**src/hw/board_pkg.sv**
```systemverilog
// System board glue package
// Bus widths, board address map constants and the shared enums
// for the I/O port groups and the DMA hold arbiter states
package board_pkg;

   parameter int ADDR_W    = 20;   // 8088 address bus
   parameter int DATA_W    = 8;
   parameter int RAM_BANKS = 4;
   parameter int ROM_CHIPS = 8;

   // I/O map, 32 ports per group below 0x100
   parameter int IO_GRP_LSB = 5;
   parameter int IO_WIN_MSB = 9;    // Bits 9..8 must be zero

   // Memory map
   parameter int ROM_CS_LSB  = 13;  // 8 KB per ROM socket
   parameter int BANK_LSB    = 16;  // 64 KB per RAM bank
   parameter int RAM_TOP_BIT = 18;  // RAM ends at 256 KB

   // Decoded I/O port groups
   typedef enum logic [2:0] {
      IO_DMA      = 3'd0,   // 0x000 8237
      IO_PIC      = 3'd1,   // 0x020 8259
      IO_PIT      = 3'd2,   // 0x040 8253
      IO_PPI      = 3'd3,   // 0x060 8255
      IO_DMA_PAGE = 3'd4,   // 0x080 page registers
      IO_NMI_MASK = 3'd5,   // 0x0A0 NMI mask
      IO_NONE     = 3'd7
   } io_sel_e;

   // DMA hold arbiter states
   typedef enum logic [1:0] {
      ARB_CPU  = 2'd0,
      ARB_REQ  = 2'd1,
      ARB_HOLD = 2'd2,
      ARB_DMA  = 2'd3
   } arb_state_e;

endpackage
```
**src/hw/bus_cycle_if.sv**
```systemverilog
// Bus cycle interface
// Address, command strobes and address enable of the current
// system bus cycle, fanned out to the port and memory decoders
interface bus_cycle_if;

   logic [board_pkg::ADDR_W-1:0] addr;
   logic ior;    // I/O read
   logic iow;    // I/O write
   logic memr;   // Memory read
   logic memw;   // Memory write
   logic aen;    // DMA owns the address bus

   // Decoders only look at the cycle
   modport decoder (
      input addr,
      input ior,
      input iow,
      input memr,
      input memw,
      input aen
   );

   // Top level drives it
   modport source (
      output addr,
      output ior,
      output iow,
      output memr,
      output memw,
      output aen
   );

endinterface

```
**src/hw/sys_board_glue.sv**
```systemverilog
// System board glue logic
// Port decoder, memory decoder with refresh, DMA hold arbiter and
// NMI controller of the 8088 system board. The bus cycle from the
// pins goes to both decoders over one interface, with the address
// enable taken from the arbiter.
module sys_board_glue #(
   parameter logic [3:0] ROM_SEG = 4'hF
) (
   input  logic                            clk,
   input  logic                            reset_n,
   // Bus cycle
   input  logic [board_pkg::ADDR_W-1:0]    addr_i,
   input  logic                            ior_i,
   input  logic                            iow_i,
   input  logic                            memr_i,
   input  logic                            memw_i,
   input  logic [board_pkg::DATA_W-1:0]    data_i,
   input  logic                            dack0_i,
   // Arbitration
   input  logic                            hrq_i,
   input  logic [2:0]                      status_n_i,
   input  logic                            lock_n_i,
   // NMI sources
   input  logic                            io_ch_ck_n_i,
   input  logic                            io_ck_en_i,
   input  logic [board_pkg::DATA_W-1:0]    mem_data_i,
   input  logic                            mem_par_i,
   input  logic                            par_chk_en_i,
   input  logic                            np_int_i,
   input  logic                            np_instl_i,
   // Decodes
   output board_pkg::io_sel_e              io_sel_o,
   output logic                            wr_dma_page_o,
   output logic [board_pkg::ROM_CHIPS-1:0] rom_cs_n_o,
   output logic [board_pkg::RAM_BANKS-1:0] ras_n_o,
   output logic [board_pkg::RAM_BANKS-1:0] cas_n_o,
   // Arbiter
   output logic                            holda_o,
   output logic                            aen_o,
   output logic                            dma_aen_o,
   // NMI
   output logic                            par_err_o,
   output logic                            io_ch_ck_o,
   output logic                            nmi_o
);

   logic wr_nmi_mask;   // Port decoder to mask register
   logic ram_rd;        // Memory decoder to parity check

   bus_cycle_if bus ();

   assign bus.addr = addr_i;
   assign bus.ior  = ior_i;
   assign bus.iow  = iow_i;
   assign bus.memr = memr_i;
   assign bus.memw = memw_i;
   assign bus.aen  = aen_o;   // Arbiter owns AEN

   io_decode io_decode_i (
      .clk           (clk),
      .reset_n       (reset_n),
      .bus           (bus.decoder),
      .io_sel_o      (io_sel_o),
      .wr_dma_page_o (wr_dma_page_o),
      .wr_nmi_mask_o (wr_nmi_mask)
   );

   mem_decode #(
      .ROM_SEG (ROM_SEG)
   ) mem_decode_i (
      .clk        (clk),
      .reset_n    (reset_n),
      .bus        (bus.decoder),
      .dack0_i    (dack0_i),
      .rom_cs_n_o (rom_cs_n_o),
      .ras_n_o    (ras_n_o),
      .cas_n_o    (cas_n_o),
      .ram_rd_o   (ram_rd)
   );

   dma_hold_arb dma_hold_arb_i (
      .clk        (clk),
      .reset_n    (reset_n),
      .hrq_i      (hrq_i),
      .status_n_i (status_n_i),
      .lock_n_i   (lock_n_i),
      .holda_o    (holda_o),
      .aen_o      (aen_o),
      .dma_aen_o  (dma_aen_o)
   );

   nmi_ctrl nmi_ctrl_i (
      .clk           (clk),
      .reset_n       (reset_n),
      .wr_nmi_mask_i (wr_nmi_mask),
      .data_i        (data_i),
      .io_ch_ck_n_i  (io_ch_ck_n_i),
      .io_ck_en_i    (io_ck_en_i),
      .ram_rd_i      (ram_rd),
      .mem_data_i    (mem_data_i),
      .mem_par_i     (mem_par_i),
      .par_chk_en_i  (par_chk_en_i),
      .np_int_i      (np_int_i),
      .np_instl_i    (np_instl_i),
      .par_err_o     (par_err_o),
      .io_ch_ck_o    (io_ch_ck_o),
      .nmi_o         (nmi_o)
   );

endmodule

```
**src/hw/nmi_ctrl.sv**
```systemverilog
// NMI controller
// NMI mask register written through port 0xA0, I/O channel check
// latch, RAM parity latch and the 8087 interrupt path. The latch
// outputs are readable as status through the PPI.
module nmi_ctrl (
   input  logic                         clk,
   input  logic                         reset_n,
   input  logic                         wr_nmi_mask_i,
   input  logic [board_pkg::DATA_W-1:0] data_i,
   input  logic                         io_ch_ck_n_i,   // From the slots
   input  logic                         io_ck_en_i,
   input  logic                         ram_rd_i,       // RAM read strobe
   input  logic [board_pkg::DATA_W-1:0] mem_data_i,
   input  logic                         mem_par_i,
   input  logic                         par_chk_en_i,
   input  logic                         np_int_i,       // 8087 INT
   input  logic                         np_instl_i,     // Coprocessor switch
   output logic                         par_err_o,
   output logic                         io_ch_ck_o,
   output logic                         nmi_o
);

   import board_pkg::*;

   logic mask_q;      // NMI enable, data bit 7
   logic par_q;
   logic chk_q;
   logic np_q;
   logic par_bad;

   // Odd parity is stored, so even parity over nine bits is an error
   assign par_bad = ~^{mem_par_i, mem_data_i};

   always_ff @(posedge clk) begin
      if (!reset_n) begin
         mask_q <= 1'b0;
         par_q  <= 1'b0;
         chk_q  <= 1'b0;
         np_q   <= 1'b0;
      end else begin
         if (wr_nmi_mask_i)
            mask_q <= data_i[DATA_W-1];

         // Channel check latch, held clear while disabled
         if (!io_ck_en_i)
            chk_q <= 1'b0;
         else if (!io_ch_ck_n_i)
            chk_q <= 1'b1;

         if (!par_chk_en_i)
            par_q <= 1'b0;
         else if (ram_rd_i && par_bad)
            par_q <= 1'b1;

         np_q <= np_int_i && np_instl_i;   // Ignored without an 8087
      end
   end

   assign par_err_o  = par_q;
   assign io_ch_ck_o = chk_q;
   assign nmi_o      = mask_q && (par_q || chk_q || np_q);

endmodule

```
**src/hw/dma_hold_arb.sv**
```systemverilog
// DMA hold arbiter
// Hands the system bus from the 8088 to the 8237. The request is
// only taken on a passive, unlocked CPU status; hold acknowledge
// follows one clock later and the DMA address drivers one clock
// after that. Dropping the request gives the bus back at once.
module dma_hold_arb (
   input  logic       clk,
   input  logic       reset_n,
   input  logic       hrq_i,        // 8237 hold request
   input  logic [2:0] status_n_i,   // CPU S2..S0
   input  logic       lock_n_i,
   output logic       holda_o,
   output logic       aen_o,
   output logic       dma_aen_o
);

   import board_pkg::*;

   arb_state_e state_q;
   arb_state_e state_d;
   logic       bus_idle;

   // All status lines high is the passive state
   assign bus_idle = (&status_n_i) && lock_n_i;

   always_comb begin
      state_d = state_q;
      if (!hrq_i) begin
         state_d = ARB_CPU;   // Release from any state
      end else begin
         case (state_q)
            ARB_CPU:  if (bus_idle) state_d = ARB_REQ;
            ARB_REQ:  state_d = ARB_HOLD;
            ARB_HOLD: state_d = ARB_DMA;
            ARB_DMA:  state_d = ARB_DMA;
            default:  state_d = ARB_CPU;
         endcase
      end
   end

   always_ff @(posedge clk) begin
      if (!reset_n) begin
         state_q <= ARB_CPU;
      end else begin
         state_q <= state_d;
      end
   end

   // Hold acknowledge also floats the CPU side of the bus
   assign holda_o   = (state_q == ARB_HOLD) || (state_q == ARB_DMA);
   assign aen_o     = holda_o;
   assign dma_aen_o = (state_q == ARB_DMA);   // 8237 address drivers

endmodule

```
**src/hw/mem_decode.sv**
```systemverilog
// Memory decoder
// Registers the ROM socket selects in the ROM segment and the
// row and column strobes of the four RAM banks below 256 KB.
// A refresh cycle (DACK0 with MEMR) fires every RAS and no CAS.
// RAM reads are flagged for the parity checker.
module mem_decode #(
   parameter logic [3:0] ROM_SEG = 4'hF
) (
   input  logic                            clk,
   input  logic                            reset_n,
   bus_cycle_if.decoder                    bus,
   input  logic                            dack0_i,
   output logic [board_pkg::ROM_CHIPS-1:0] rom_cs_n_o,
   output logic [board_pkg::RAM_BANKS-1:0] ras_n_o,
   output logic [board_pkg::RAM_BANKS-1:0] cas_n_o,
   output logic                            ram_rd_o
);

   import board_pkg::*;

   localparam int ROM_IDX_W  = $clog2(ROM_CHIPS);
   localparam int BANK_IDX_W = $clog2(RAM_BANKS);

   logic                 rom_hit;
   logic                 ram_hit;
   logic                 ram_cmd;
   logic                 refresh;
   logic [ROM_CHIPS-1:0] rom_sel;    // One-hot socket
   logic [RAM_BANKS-1:0] bank_sel;   // One-hot bank

   // Top nibble picks the ROM segment, CPU reads only
   assign rom_hit = bus.memr && !bus.aen && (bus.addr[ADDR_W-1 -: 4] == ROM_SEG);

   // Everything above bit 17 zero means first 256 KB
   assign ram_hit = (bus.addr[ADDR_W-1:RAM_TOP_BIT] == '0);
   assign ram_cmd = bus.memr || bus.memw;

   // 8237 channel 0 refresh read
   assign refresh = bus.memr && dack0_i;

   assign rom_sel  = ROM_CHIPS'(1) << bus.addr[ROM_CS_LSB +: ROM_IDX_W];
   assign bank_sel = RAM_BANKS'(1) << bus.addr[BANK_LSB +: BANK_IDX_W];

   always_ff @(posedge clk) begin
      if (!reset_n) begin
         rom_cs_n_o <= '1;
         ras_n_o    <= '1;
         cas_n_o    <= '1;
         ram_rd_o   <= 1'b0;
      end else if (refresh) begin
         // Row only refresh on all banks
         rom_cs_n_o <= '1;
         ras_n_o    <= '0;
         cas_n_o    <= '1;
         ram_rd_o   <= 1'b0;
      end else begin
         rom_cs_n_o <= rom_hit ? ~rom_sel : '1;
         if (ram_hit && ram_cmd) begin
            ras_n_o <= ~bank_sel;
            cas_n_o <= ~bank_sel;
         end else begin
            ras_n_o <= '1;
            cas_n_o <= '1;
         end
         ram_rd_o   <= ram_hit && bus.memr;   // Parity check qualifier
      end
   end

endmodule

```
**src/hw/io_decode.sv**
```systemverilog
// I/O port decoder
// Splits the lower I/O window into 32-port groups and registers
// the group select, plus write strobes for the DMA page
// registers and the NMI mask register
module io_decode (
   input  logic              clk,
   input  logic              reset_n,
   bus_cycle_if.decoder      bus,
   output board_pkg::io_sel_e io_sel_o,
   output logic              wr_dma_page_o,
   output logic              wr_nmi_mask_o
);

   import board_pkg::*;

   logic [2:0] grp;      // Address bits 7..5
   logic       in_win;   // Port inside 0x000..0x0FF, CPU cycle
   io_sel_e    sel_d;

   assign grp    = bus.addr[IO_GRP_LSB +: 3];
   assign in_win = (bus.addr[IO_WIN_MSB -: 2] == 2'b00) && !bus.aen;

   always_comb begin
      sel_d = IO_NONE;
      if (in_win) begin
         // Groups 6 and 7 have no device on the board
         case (grp)
            3'd0:    sel_d = IO_DMA;
            3'd1:    sel_d = IO_PIC;
            3'd2:    sel_d = IO_PIT;
            3'd3:    sel_d = IO_PPI;
            3'd4:    sel_d = IO_DMA_PAGE;
            3'd5:    sel_d = IO_NMI_MASK;
            default: sel_d = IO_NONE;
         endcase
      end
   end

   always_ff @(posedge clk) begin
      if (!reset_n) begin
         io_sel_o      <= IO_NONE;
         wr_dma_page_o <= 1'b0;
         wr_nmi_mask_o <= 1'b0;
      end else begin
         io_sel_o      <= sel_d;
         wr_dma_page_o <= (sel_d == IO_DMA_PAGE) && bus.iow;
         wr_nmi_mask_o <= (sel_d == IO_NMI_MASK) && bus.iow;
      end
   end

endmodule

```
**config.mk**
```make
export PLATFORM = sky130hd
export DESIGN_NAME = sys_board_glue
export DESIGN_NICKNAME = d
export VERILOG_FILES = /design/src/hw/board_pkg.sv /design/src/hw/bus_cycle_if.sv /design/src/hw/sys_board_glue.sv /design/src/hw/nmi_ctrl.sv /design/src/hw/dma_hold_arb.sv /design/src/hw/mem_decode.sv /design/src/hw/io_decode.sv
export SDC_FILE = /design/constraint.sdc
export NUM_CORES = 1
export LEC_CHECK = 0
export ABC_AREA = 1
export BUFFER_PORTS_ARGS = -buffer_cell sky130_fd_sc_hd__buf_2
export CAP_MARGIN = 20
export CORE_ASPECT_RATIO = 0.75
export CORE_UTILIZATION = 40
export CTS_CLUSTER_SIZE = 8
export DETAILED_ROUTE_END_ITERATION = 10
export PLACE_DENSITY = 0.9
export SYNTH_ARGS = -nofsm -noshare
export SYNTH_HDL_FRONTEND = slang
export SYNTH_SLANG_ARGS = --single-unit
```
**constraint.sdc**
```tcl
create_clock -name clk -period 1.4 [get_ports clk]
set_input_delay 0.28 -clock clk [delete_from_list [all_inputs] [get_ports clk]]
set_output_delay 0.28 -clock clk [all_outputs]
set_load 0.05 [all_outputs]
```
==> flow_summary.yaml <==
floorplan:
  placementRows: 16
  die_area_mm2: 0.00303
  ios: 80
  die_y_um: 48.0
  core_mm2: 0.00264
  start_util: 0.426
  die_w_um: 63.3
route:
  drc_errors: 0
  via_per_inst: 4.40
  dr_total_vias: 1123
  firstDrtPassIters: 4
  postRouteAntennaNets: 0
  drt_iter0_markers: 54
  wl_per_cell_um: 9.62
  drt_wl_total_mm: 2.45
global_routing:
  grt_pass1_wl_mm: 3.57
  grt_start_max_net_pins: 16
  overflow: 0
  antenna_found_initial: 0
  grt_use_total: 0.158
  grt_pass1_vias: 883
worst_hold_path:
  hold_path_class: "in2reg"
  min-delay-start: "io_ch_ck_n_i"
timing:
  tightest_slew_ns: 0.404
  fin_tns_setup_ns: 0
  setup_viol: 0
  final-hold-violation-count: 0
  period_share: 0.983
  fin_ws_ns: 0.0239
  slew_headroom: 0.728
  clock_skew_ns: 0.00481
  hold_ws_ns: 0.163
  rsz0062_at_grt: "yes"
  fmax_mhz: 727
  period_needed_ns: 1.38
  slew_violations: 0
clock_network:
  clock_latency_ns: 0.27
  clockBufferDepth: 2
  cts_made_buffers: 3
  h-tree-depth: 1
  cts_hold_buf: 0
  clkTransAtPathRegs_ns: 0.08
  cts_tree: "built"
  cts_root_buffer: "clkbuf_8"
  cts.sinks: 28
setup_path:
  critPathRequiredTime_ns: 1.12
  cp-end-kind: "output port"
  critPathBufInv: 1
  r2r-start: "dma_hold_arb_i.state_q[1]"
  critical_path.max_fanout: 3
  critPathArrivalTime_ns: 1.10
  cpPeakStageDelay_ns: 0.34
  crit_start: "nmi_ctrl_i.io_ch_ck_o"
  startpoint_type: "flip-flop"
  cp_slowest_cell: "o31a_2"
  path_cells: "o31a_2 > buf_8"
  cpLargestDelayFamily: "compound AO/OA/AOI/OAI gates"
  critPathKind: "reg2out"
cells_and_area:
  fill_cells: 254
  num-nets-final: 274
  drive_above_1_share: 0.361
  area_growth_pct: 37.4
  n_antenna_cell: 0
  register_area_um2: 564
  multi_input_area_um2: 464
  fin_cells: 255
run:
  max_cap_violations: 0
pwr:
  powerDensity_mw_per_mm2: 1010
  report.power.total_uw: 1570
  cellLeakagePower_uw: 0.000799
  ir_worst_vdd_mv: 0.836
synthesis:
  avgSynthCellArea_um2: 7.31
  synth_seq_cells: 28
  ys_seq_area_frac: 0.498
  syn_nets: 208
  syn-cell-area_mm2: 0.00113
  postSynthCellCount: 154
  ys_warn_count: 0
  synth_cell_types: 20
place:
  placed_cells: 251
  dp_hpwl_mm: 1.96
  io_buffers: 63
  gp_congestion: 0.733
  pre_cts_ws_ns: 0.135
status:
  status: "completed"
-- worst reg2reg max path, cell delays in order (launching register included) --
cell     delay, ns
dfxtp_2       0.36
nor3_1        0.19
inv_1         0.10
o21ai_2       0.16
nand2_1       0.08
nand2_1       0.06
nand2_1       0.04
-- per-layer routing --
metal | global-route usage | wire (um) | vias up | part of all wire
li1 | - | - | 608 | -
met5 | 0 | 0 | - | 0
met1 | 0.201 | 1170 | 472 | 0.48
met4 | 0.0909 | 44 | 0 | 0.018
met2 | 0.252 | 1090 | 38 | 0.45
met3 | 0.0429 | 143 | 5 | 0.058
-- cell usage in the layout, fill, tap and decap left out --
cell | Yosys | routed
o21ai_2 | 1 | 1
nand2_1 | 45 | 45
nand3b_1 | 1 | 1
xnor2_1 | 3 | 3
buf_2 | 1 | 62
o31a_2 | 0 | 1
nand2_2 | 1 | 1
nor3_1 | 7 | 7
o21ai_0 | 6 | 6
buf_8 | 0 | 1
nand3_1 | 14 | 14
inv_2 | 1 | 1
dfxtp_2 | 0 | 3
a21oi_1 | 3 | 3
clkbuf_8 | 0 | 4
buf_4 | 1 | 1
nor2_2 | 3 | 3
dfxtp_1 | 28 | 25
a41oi_1 | 1 | 1
nor3_2 | 1 | 1
nor2_1 | 13 | 13
inv_1 | 22 | 22
-- state kept, by name, summed over array words and instances (netlist names), 2 cells and up --
name and count:
mem_decode_i.cas_n_o 4, io_decode_i.io_sel_o 3, dma_hold_arb_i.state_q 2, mem_decode_i.rom_cs_n_o 8, mem_decode_i.ras_n_o 4
-- cell type report --
| type | count | area share |
|---|---|---|
| flip-flops and latches | 28 | 0.365 |
| multi-input cells | 100 | 0.300 |
| repair buffers | 64 | 0.215 |
| inverters | 23 | 0.0558 |
| clock buffers | 4 | 0.0356 |
| well taps | 36 | 0.0291 |
-- cell usage after synthesis --
library cell	count	area share
nand2_1	45	0.15
dfxtp_1	28	0.50
inv_1	22	0.073
nand3_1	14	0.062
nor2_1	13	0.043
nor3_1	7	0.031
o21ai_0	6	0.027
a21oi_1	3	0.013
nor2_2	3	0.017
xnor2_1	3	0.023
a41oi_1	1	0.0078
buf_2	1	0.0044
buf_4	1	0.0067
clkbuf_1	1	0.0033
inv_2	1	0.0033
nand2_2	1	0.0056
nand3b_1	1	0.0067
nor3_2	1	0.0089
o21ai_2	1	0.0078
o31a_1	1	0.0078
-- what timing repair did --
item                                    CTS  global route
buffers inserted                          0             0
endpoints found under the setup margin    1             2
pin swaps                                 0             1
resized for setup                         2             4
-- kinds of logic (layout without fill, tap and decap cells) --
kind of cell           count (synthesis)  after routing  share of synthesized area
AO/OA/AOI/OAI                         12             12                     0.0633
XOR/XNOR                               3              3                     0.0233
buffers and inverters                 26             91                     0.0911
flip-flops                            28             28                      0.498
AND/OR/NAND/NOR                       85             85                      0.324
-- per-stage QoR --
stage	utilization	instance area [um2]
floorplan	-	1130
detailed placement	0.560	1480
global route	0.586	1550
finish	0.586	1550
CTS	0.583	1540
global placement	0.560	1480
-- power by group --
part / leakage, uW / internal (uW) / total (uW) / switching (uW)
combinational: 0.000541 / 91.5 / 257 / 165
sequential: 0.000230 / 815 / 820 / 5.28
clock: 0.0000288 / 252 / 490 / 238
-- worst paths after layout --
kind	end	depth (start not counted)	slack (ns)
setup / recovery	nmi_o	2	0.02
setup reg to reg	io_decode_i.io_sel_o[0]	6	0.31
hold reg to reg	nmi_ctrl_i.mask_q	1	0.43
hold / removal	nmi_ctrl_i.io_ch_ck_o	2	0.16
(Power assumes the default switching activity.)
